**src/tmr.sv**
```systemverilog
// free-running tick counter, one tick per TICK_DIV clocks
// count wraps at 2**32 ticks
module tmr #(
  parameter int TICK_DIV = 25
) (
  input  logic        clk,
  input  logic        rst,
  output logic [31:0] count
);

  // prescaler needs at least one bit
  localparam int PW = (TICK_DIV > 1) ? $clog2(TICK_DIV) : 1;

  logic [PW-1:0] pre;

  always_ff @(posedge clk) begin
    if (rst) begin
      pre   <= '0;
      count <= 32'h0;
    end else if (pre == PW'(TICK_DIV - 1)) begin
      // wrap and tick
      pre   <= '0;
      count <= count + 32'd1;
    end else begin
      pre   <= pre + PW'(1);
    end
  end

endmodule
```
**config.mk**
```make
export PLATFORM = sky130hd
export DESIGN_NAME = tmr
export DESIGN_NICKNAME = d
export VERILOG_FILES = /design/src/tmr.sv
export SDC_FILE = /design/constraint.sdc
export NUM_CORES = 1
export LEC_CHECK = 0
export ABC_AREA = 1
export BUFFER_PORTS_ARGS = -buffer_cell sky130_fd_sc_hd__buf_2
export CAP_MARGIN = 10
export CORE_ASPECT_RATIO = 0.7
export CORE_MARGIN = 1
export CORE_UTILIZATION = 25
export DETAILED_ROUTE_END_ITERATION = 7
export HOLD_SLACK_MARGIN = 0.03
export SLEW_MARGIN = 5
export SYNTH_ARGS = -nofsm -noshare
export SYNTH_HDL_FRONTEND = slang
export SYNTH_SLANG_ARGS = --single-unit
```
**constraint.sdc**
```tcl
create_clock -name clk -period 2.1 [get_ports clk]
set_clock_uncertainty 0.15 [all_clocks]
set_input_delay 0.315 -clock clk [delete_from_list [all_inputs] [get_ports clk]]
set_output_delay 0.315 -clock clk [all_outputs]
set_load 0.1 [all_outputs]
```
# == Yosys cells after proc, flatten, opt, wreduce, memory -nomap -nowiden ==
# Index checks and enable logic that the tools add are counted.
# totals
register_bits,37
wordCells,6
inputBits,2
out_inout_bits,32
# classes
n_reduce_logical,1
n_addsub,2
n_eq_ne,1
# op_table
op,count
"32-bit by 1-bit adder with 32-bit output, second input constant",1
"5-bit by 1-bit adder with 5-bit output, second input constant",1
"5-bit == test, second input constant",1
2-bit OR reduction,1

# == Longest topological paths before layout ==
# Gate-level depths: netlist (run 1).
# depth
depth_word,2
ltp_mapped,12
ltp_nobuf,11

# == Worst setup path after synthesis (run 1) ==
# OpenSTA, ideal clock, no wires.
# synth_timing
path_kind,flip-flop to flip-flop
from,register count[1]
to,register count[20]
n_path_buf,0
period_less_slack_ps,2282
path_slack_ps,-182
required_ps,1830
setup_ps,120
stages_incl_launch_ff,8
t_arrival_ps,2012
path_cell_list,dfxtp_1 -> ha_1 -> nand3_1 -> inv_2 -> nand3_1 -> nor2_2 -> nand2_1 -> nor3b_2
# synth_between
elab_chain_len,1
# synth_rtl
item,line_no,source
from (decl),8,output logic [31:0] count
from (signal assigned),23,count <= count + 32'd1;
32-bit by 1-bit adder with 32-bit output,23,
# Every way passes these cells.
# A chain may end at the register's enable or synchronous reset.

# == Worst setup path in the final report (run 1) ==
# layout_timing
from,register pre[0]
to,register count[21]
# layout_between
elab_chain_len,1
# layout_rtl
item,line_no,source
from (decl),14,logic [PW-1:0] pre;
from (signal assigned),25,pre <= pre + PW'(1);
5-bit == test,20,end else if (pre == PW'(TICK_DIV - 1)) begin
# Every way passes these cells.

==> results of run 1 <==
-- metal layers --
metal	vias up	part of all wire [%]	global-route usage (%)
li1	1013	-	-
met1	890	52	19.2
met2	51	38	18.8
met3	5	8.4	4.20
met4	0	1.1	4.00
met5	-	0	0
-- through the flow --
step	total power, W	util (%)	cell area [um^2]	setup WS (ns)	hold WS, ns
after detailed placement	0.000765	30.2	2440	0.244	0.316
after floorplan	0.000755	-	2150	0.0395	0.280
after global routing	0.00154	31.9	2580	0.0714	0.258
after global placement	0.000764	30.2	2440	0.299	0.295
final	0.00147	31.9	2580	0.251	0.215
after CTS	0.00149	31.9	2580	0.235	0.217
-- layout by cell type (no fill, tap or decap), types with 4 or more instances in the layout --
cell type  netlist  final
xor2_1           4      4
nor2_4           7      7
o21ai_0          6      6
dfxtp_1         37     19
a21oi_1         16     16
inv_2            5      5
clkbuf_16        0      5
nor2_1          52     52
buf_2            2     33
nand3_1         22     22
nand4_1          5      5
nor2_2           4      4
nand2_2          4      4
inv_1           40     40
dfxtp_2          0     18
nand3_2          5      5
nand2_1         60     60
-- registers in the layout (all words and copies together) (netlist names) --
signal	flops
count	32
pre	5
-- synthesized netlist by cell type --
| master | n | share of area [%] |
|---|---|---|
| a21oi_1 | 16 | 3.8 |
| and2_1 | 1 | 0.29 |
| and3_1 | 1 | 0.29 |
| buf_2 | 2 | 0.47 |
| buf_8 | 1 | 0.70 |
| clkbuf_1 | 1 | 0.18 |
| dfxtp_1 | 37 | 35 |
| ha_1 | 3 | 1.8 |
| inv_1 | 40 | 7.0 |
| inv_2 | 5 | 0.88 |
| nand2_1 | 60 | 11 |
| nand2_2 | 4 | 1.2 |
| nand2_4 | 3 | 1.6 |
| nand3_1 | 22 | 5.2 |
| nand3_2 | 5 | 2.3 |
| nand3_4 | 3 | 2.5 |
| nand3b_1 | 1 | 0.35 |
| nand4_1 | 5 | 1.5 |
| nor2_1 | 52 | 9.2 |
| nor2_2 | 4 | 1.2 |
| nor2_4 | 7 | 3.7 |
| nor2_8 | 3 | 2.8 |
| nor3_1 | 2 | 0.47 |
| nor3_2 | 2 | 0.94 |
| nor3b_2 | 1 | 0.59 |
| o21a_1 | 3 | 1.1 |
| o21ai_0 | 6 | 1.4 |
| o21ai_1 | 3 | 0.70 |
| or2_2 | 1 | 0.29 |
| xnor2_1 | 2 | 0.82 |
| xor2_1 | 4 | 1.6 |
-- report_power, final --
group	switching, W	total, W	internal, W
Sequential	0.00000383	0.000711	0.000707
Combinational	0.0000246	0.0000390	0.0000143
Clock	0.000286	0.000722	0.000436
-- logic make-up after synthesis --
group	synth area share, %
xor+xnor	2.46
simple gates	44.8
buf+inv	9.27
flops	34.7
fa+ha+maj	1.76
compound gates	6.92
-- worst max-delay path, delay by kind of cell, from the launching register on --
kind,cells,cell delay (ns)
flip-flops,1,0.33
adder cells (fa/ha/maj),1,0.13
AND/OR/NAND/NOR,9,1.07
buffers and inverters,1,0.06
-- final cells by class --
class / count / area (um^2) / share of cell area, %
Clock inverter: 2 / 10.0 / 0.388
Tap cell: 101 / 126 / 4.90
Timing Repair Buffer: 36 / 188 / 7.28
Multi-Input combinational cell: 214 / 1190 / 46.3
Clock buffer: 6 / 129 / 5.00
Sequential cell: 37 / 763 / 29.6
Inverter: 45 / 169 / 6.55
-- worst max-delay path by stage --
stage                           end  slack, ns
final                     count[21]       0.25
after global routing      count[21]       0.07
after CTS                 count[21]       0.24
after detailed placement  count[21]       0.24
after global placement    count[21]       0.30
after floorplan           count[28]       0.04
==> run metrics, run 1 <==
Crit path required time=2.13 ns; num rows=27; I/O Pins=34; CTS clock-pin slew for the worst setup and hold paths=0.06 ns; worst-skew pair later-pin latency=0.28 ns; Worst Hold Class=input pin to register; die area=8910 um^2; Reg-to-Reg Start=pre[0]; Vert. Die Dim=79.3 um; GPL Wtd Cong=0.821; hold_sp=rst; initial antenna violation count=0; drt drc=0; CP startpoint kind=register; vias per cell=4.44; largest net degree at the start of global routing=13; Post-DRT Antenna Nets=0; slew of the pin with the lowest slew margin=0.497 ns; CP Data Arrival Time=1.88 ns; Routed wire per std cell=12.3 um; Pleak=1.19 nW; cells along the critical path=inv_1, ha_1, nand2_1, nor2_4, nand2_1, nor2_8, nand2_4, nor2_4, nand2_1, nand2_1, nor2_1; CP Capture Type=register; slowest stage cell, crit path=dfxtp_1; Hold Path Stages=2; non-filler cells in the finished layout=441; GRT Overall Usage=13.4%; CTS resizes=0; Fill cells=871; FF+latch count, synth=37; first-pass GRT wire length=9060 um; reg2reg end=count[21]; Max-Cap Viols=0; share of layout cells above drive strength 1=29.1%; power density over the cells=570 nW/um^2; CTS Buf Count=5; Hold Fails Final Rpt=0; Syn Nets=305; dpl cells=433; Vias=1959; cells on worst reg2reg path=11; area growth from synthesis to layout=21.0%; sum of negative setup slack=0 ns; Slew HR=67.1%; Worst Path Class, Setup=register to register; status=finished, final reports clean; setup repair bufs after CTS=0; CTS root buffer=clkbuf_16; total core area=8070 um^2; number of library cell types mapped by synthesis=31; fin crit share=88.0%; Cells after Synth=300; post-cts hold buffer count=0; clock buffer depth=2; diode count=0; Post-Route WL=5410 um; post-DP HPWL=4350 um; Die X=112 um; vias in the first global route=1820; Worst R2R Setup Slack=0.25 ns; crit-path most repeated cell=nand2_1; # setup viols final=0; Final Max Slew Viols=0; Pre-antenna DRT Iters=4; peak supply drop=0.215 mV; sequential fraction of the synthesis area=34.7%; hold endpoint=count[7]; Setup crit start=pre[0]; Port Buffers=33; slowest stage delay, CP=0.33 ns; Post-Syn Area=2130 um^2; Syn Area/Cell=7.11 um^2; RSZ-0062 raised after global routing=no; # H-tree levels=2; CTS sink count=37; Max FO, Critical Path=10; Initial Utilization=26.4%; initial detailed-routing violation count=58; CTS tree=yes; total gr overflow=0; Achievable Freq=541 MHz; Nets=344; warnings from Yosys=0; post-layout min period=1.85 ns
Note: power is estimated with default switching activity, not from simulation.
==> inputs of run 2 (changes only) <==
--- a/config.mk
+++ b/config.mk
@@ -5,7 +5,6 @@
 export SDC_FILE = /design/constraint.sdc
 export NUM_CORES = 1
 export LEC_CHECK = 0
-export ABC_AREA = 1
 export BUFFER_PORTS_ARGS = -buffer_cell sky130_fd_sc_hd__buf_2
 export CAP_MARGIN = 10
 export CORE_ASPECT_RATIO = 0.7
==> constraint.sdc (replaced) <==
create_clock -name clk -period 1.79 [get_ports clk]
set_clock_uncertainty 0.15 [all_clocks]
set_input_delay 0.2685 -clock clk [delete_from_list [all_inputs] [get_ports clk]]
set_output_delay 0.2685 -clock clk [all_outputs]
set_load 0.1 [all_outputs]
==> run 2 against run 1 <==
The run now ends with setup timing left. Sequential power is 13% higher. Synthesized cell count down 31%. Area after synthesis decreased by 17%. Core utilization rose by 9.5 points. Cell area up 9.5%. Clock power decreased by 16%. Largest cell class unchanged. Highest routed layer unchanged.
==> run metrics, run 2 <==
status=finished, violations left; failing checks=setup timing; Die X=103 um; reg2reg end=count[24]; initial detailed-routing violation count=88; cells on worst reg2reg path=7; Worst Path Class, Setup=register to register; Final Max Slew Viols=0; vias per cell=4.87; total core area=6820 um^2; Hold Path Stages=2; GRT Overall Usage=15.2%; CTS sink count=37; synth cell count leaders=37 x dfxtp_1, 20 x a21oi_1, 19 x or4_1; worst-skew pair later-pin latency=0.29 ns; hold endpoint=count[26]; sequential fraction of the synthesis area=41.6%; post-DP HPWL=3650 um; hold_sp=rst; Vert. Die Dim=72.6 um; num rows=25; largest net degree at the start of global routing=35; total gr overflow=0; Syn Area/Cell=8.60 um^2; I/O Pins=34; Post-DRT Antenna Nets=0; first-pass GRT wire length=8690 um; Post-Syn Area=1780 um^2; Power, Total=0.00147 W; post-layout min period=2.05 ns; Yosys top cell area share=41.6%; fin crit share=115%; Post-synth EDFFs=0; Slew HR=67.0%; initial antenna violation count=0; peak supply drop=0.215 mV; CTS tree=yes; Syn Nets=212; Max FO, Critical Path=5; power density over the cells=519 nW/um^2; Routed wire per std cell=13.4 um; CTS root buffer=clkbuf_8; Post-Route WL=5280 um; Hold Fails Final Rpt=0; async set or reset register ratio after synthesis=0%; dpl cells=376; slowest stage delay, CP=0.49 ns; Vias=1914; area growth from synthesis to layout=58.7%; CP startpoint kind=register; Largest regs=count x32, pre x5; final hold slack=0.0476 ns; non-filler cells in the finished layout=393; Nets=303; RSZ-0062 raised after global routing=yes; Pre-antenna DRT Iters=4; warnings from Yosys=0; share of layout cells above drive strength 1=55.2%; clock buffer depth=2; Crit path required time=1.86 ns; die area=7460 um^2; Cells after Synth=207; Worst Hold Class=input pin to register; CP bufs+invs=2; Top reg by flops=count; final core utilization=41.4%; number of library cell types mapped by synthesis=32; Reg-to-Reg Start=pre[0]; CTS Buf Count=5; area leader, netlist=dfxtp_1; top cell family by delay on the critical path=simple AND/OR/NAND/NOR gates; CP Capture Type=register; Fill cells=690; # setup viols final=23; cells along the critical path=inv_2, ha_4, nand4b_4, buf_6, or4_4, or4_4, a21oi_2; Port Buffers=33; Achievable Freq=488 MHz; Post-synth top flop=dfxtp_1; Worst R2R Setup Slack=-0.26 ns; Initial Utilization=26.1%; CTS clock-pin slew for the worst setup and hold paths=0.07 ns; commonest cells after routing, fill and taps aside=56 x buf_4, 33 x buf_2, 19 x dfxtp_4, 17 x a21oi_1, 13 x nor2_1; max FFs per register=32; drt drc=0; crit-path most repeated cell=or4_4; # H-tree levels=2; FF+latch count, synth=37; slew of the pin with the lowest slew margin=0.498 ns; count leader, synth=dfxtp_1; GPL Wtd Cong=0.752; top post-synthesis cells by area=dfxtp_1 42%, or4_1 8.0%, a21oi_1 5.6%, o31ai_1 5.5%, xor2_1 3.4%; diode count=0; Max-Cap Viols=0; slowest stage cell, crit path=or4_4; commonest non-fill, non-tap cell in the layout=buf_4; vias in the first global route=1735; Final WS setup=-0.261 ns; CP Data Arrival Time=2.13 ns; Pleak=1.11 nW
-- run 2: cell count changes after synthesis, sizes merged, moves of 4 or more --
cell	before	now
nand2	67	13
nor2	66	13
inv	45	7
or4	0	19
nand3	30	12
o31ai	0	13
clkbuf	1	8
or3	0	6
a21oi	16	20
nand4	5	9
-- run 2: metal layers --
metal / GRT usage [%] / wire, um
met1: 22.2 / 2620
met3: 4.02 / 322
met5: 0 / 0
met4: 4.23 / 42
met2: 22.0 / 2300
-- run 2: worst register-to-register path, stage by stage, from the launching register on --
cell      delay [ns]
dfxtp_2         0.33
inv_2           0.06
ha_4            0.15
nand4b_4        0.14
buf_6           0.15
or4_4           0.41
or4_4           0.49
a21oi_2         0.11
-- run 2: worst max-delay path by stage --
stage                  start        end  slack, ns  cells past startpoint
floorplan           count[3]  count[31]      -0.57                      6
global placement      pre[0]  count[23]      -0.46                      6
detailed placement    pre[0]  count[23]      -0.49                      6
CTS                   pre[1]  count[24]      -0.32                      7
global route          pre[0]  count[24]      -0.36                      7
finish                pre[0]  count[24]      -0.26                      7
-- run 2: layout make-up --
cell class,instances,area (um^2),area share [%]
Clock buffer,8,90.1,3.19
Inverter,7,26.3,0.930
Multi-Input combinational cell,154,1130,40.1
Sequential cell,37,826,29.2
Tap cell,94,118,4.16
Timing Repair Buffer,93,631,22.3
-- run 2: through the flow --
step,worst slack [ns],cell area [um^2],setup TNS [ns]
floorplan,-0.569,1920,-7.25
global placement,-0.456,2540,-7.13
detailed placement,-0.490,2540,-7.78
CTS,-0.322,2770,-4.39
global route,-0.358,2820,-5.45
finish,-0.261,2820,-3.74
-- run 2: where the power goes --
part	switching, W	leakage [nW]	internal, W
Sequential	0.00000392	0.319	0.000800
Clock	0.000295	0.0455	0.000314
Combinational	0.0000299	0.749	0.0000236
-- run 2: cells by family (layout without fill, tap and decap cells) --
kind of cell             Yosys count  count (layout)  share of synthesized area [%]
adder cells (fa/ha/maj)            3               3                           2.11
flip-flops                        37              37                           41.6
XOR/XNOR                          12              12                           5.91
multiplexers                       3               3                           1.83
AND/OR/NAND/NOR                   93              95                           30.7
AO/OA/AOI/OAI                     41              41                           13.5
buffers and inverters             18             108                           4.29
-- run 2: repair_timing --
action / 4_1_cts / 5_1_grt
setup buffers: 5 / 2
resized for setup: 24 / 10
setup endpoints to repair: 23 / 23
pin swaps: 16 / 13
hold buffers: 0 / 0
cloned: 2 / 0
==> inputs of run 3 (changes only) <==
--- a/config.mk
+++ b/config.mk
@@ -12,6 +12,7 @@
 export CORE_UTILIZATION = 25
 export DETAILED_ROUTE_END_ITERATION = 7
 export HOLD_SLACK_MARGIN = 0.03
+export PLACE_DENSITY = 0.51
 export SLEW_MARGIN = 5
 export SYNTH_ARGS = -nofsm -noshare
 export SYNTH_HDL_FRONTEND = slang
==> run 3 against run 2 <==
The run still ends with setup timing left. Via count rose by 4.8%. Total power rose by 0.28%. Sequential share of layout area fell by 2.3 points. Hold slack improved by 0.20 ns. Routed wire length rose by 13%. First-iteration DRC count rose by 35%. Clock-buffer cell count fell by 3. Clock power fell by 2%. Global-route usage rose by 1.1 points. Sequential cell count did not move.
==> run metrics, run 3 (synthesized netlist as in run 2, its figures left out) <==
largest net degree at the start of global routing=18; cells along the critical path=inv_2, ha_4, nand4b_4, or4_4, buf_6, or4_1, a21oi_2; CP Data Arrival Time=2.20 ns; CP Capture Type=register; Vias=2006; post-DP HPWL=3940 um; CTS Buf Count=5; CP startpoint kind=register; Power, Total=0.00147 W; failing checks=setup timing; Pleak=1.25 nW; Worst Hold Class=input pin to register; vias in the first global route=1802; Pre-antenna DRT Iters=4; first-pass GRT wire length=9330 um; num rows=25; I/O Pins=34; vias per cell=4.97; sum of negative setup slack=-5.42 ns; share of layout cells above drive strength 1=64.5%; initial antenna violation count=0; total gr overflow=0; final hold slack=0.246 ns; Vert. Die Dim=72.6 um; Final Max Slew Viols=0; top cell family by delay on the critical path=simple AND/OR/NAND/NOR gates; Crit path required time=1.87 ns; CTS root buffer=clkbuf_8; slew of the pin with the lowest slew margin=0.495 ns; commonest cells after routing, fill and taps aside=60 x buf_4, 34 x buf_2, 19 x dfxtp_4, 13 x or4_4, 13 x nor2_1; peak supply drop=0.367 mV; max FFs per register=32; dpl ws=-0.441 ns; Routed wire per std cell=14.7 um; Worst R2R Setup Slack=-0.32 ns; Port Buffers=33; post-layout min period=2.11 ns; Worst Path Class, Setup=register to register; total core area=6820 um^2; RSZ-0062 raised after global routing=yes; Post-Route WL=5960 um; Hold Fails Final Rpt=0; clock buffer depth=2; Largest regs=count x32, pre x5; post-cts hold buffer count=0; status=finished, violations left; fin crit share=118%; slowest stage delay, CP=0.53 ns; GRT Overall Usage=16.4%; CTS tree=yes; power density over the cells=480 nW/um^2; # setup viols final=27; die area=7460 um^2; Top reg by flops=count; Final WS setup=-0.325 ns; commonest non-fill, non-tap cell in the layout=buf_4; Die X=103 um; Slew HR=67.2%; worst-skew pair later-pin latency=0.29 ns; CP bufs+invs=2; Max FO, Critical Path=5; diode count=0; CTS clock-pin slew for the worst setup and hold paths=0.08 ns; drt drc=0; CTS sink count=37; GPL Wtd Cong=0.802; Achievable Freq=473 MHz; Post-DRT Antenna Nets=0; initial detailed-routing violation count=119; area growth from synthesis to layout=72.1%; Initial Utilization=26.1%; Nets=314; slowest stage cell, crit path=or4_4; Fill cells=699; Max-Cap Viols=0; # H-tree levels=2
==> run 3: changes by cell type in the layout (fill, tap and decap cells not counted), moves of 3 or more <==
cell,previous run,this run
or3_1,6,2
buf_6,4,10
buf_4,56,60
inv_4,0,3
or3_4,0,4
a21oi_2,3,11
a21oi_1,17,9
==> run 3: final timing paths <==
path | startpoint | to | depth (start not counted)
min reg2reg | count[27] | count[27] | 2
max | pre[1] | count[29] | 7
min | rst | count[14] | 2
max reg2reg | pre[1] | count[29] | 7
==> run 3: per-layer routing <==
metal | vias to the layer above | GRT usage, % | wire (um)
met3 | 5 | 4.50 | 343
met4 | 0 | 2.82 | 28
met1 | 963 | 24.7 | 3060
met5 | - | 0 | 0
met2 | 46 | 23.3 | 2530
li1 | 992 | - | -
==> run 3: report_power, final <==
group	internal [W]	switching, W
combinational	0.0000322	0.0000365
clock	0.000277	0.000322
sequential	0.000800	0.00000363
==> run 3: area by class of cell <==
class / instances / area [um^2] / area share, %
multi-input combinational: 154 / 1270 / 41.5
timing repair buffer: 104 / 733 / 23.9
clock buffer: 5 / 68.8 / 2.25
clock inverter: 3 / 18.8 / 0.613
inverter: 7 / 26.3 / 0.858
tap: 94 / 118 / 3.84
sequential: 37 / 826 / 27.0
==> run 3: worst reg2reg max path, delay by kind of cell, from the launching register on <==
family | cells | cell delay (ns)
and+or+nand+nor | 3 | 1.08
adders and majority gates | 1 | 0.14
AOI/OAI and AO/OA | 1 | 0.14
buffers and inverters | 2 | 0.21
DFF | 1 | 0.33
==> run 3: through the flow <==
stage | std cells | util [%] | cell area, um^2
6_report | 404 | 44.9 | 3060
3_5_place_dp | 381 | 37.8 | 2580
3_3_place_gp | 381 | 37.8 | 2580
5_1_grt | 404 | 44.9 | 3060
4_1_cts | 399 | 41.9 | 2860
2_1_floorplan | 207 | - | 1920
==> run 3: what timing repair did <==
item                                    in CTS  in global routing
setup buffers                                8                  5
cloned                                       3                  0
gates resized for setup                     30                 39
pin swaps                                   22                 25
endpoints found under the setup margin      23                 29
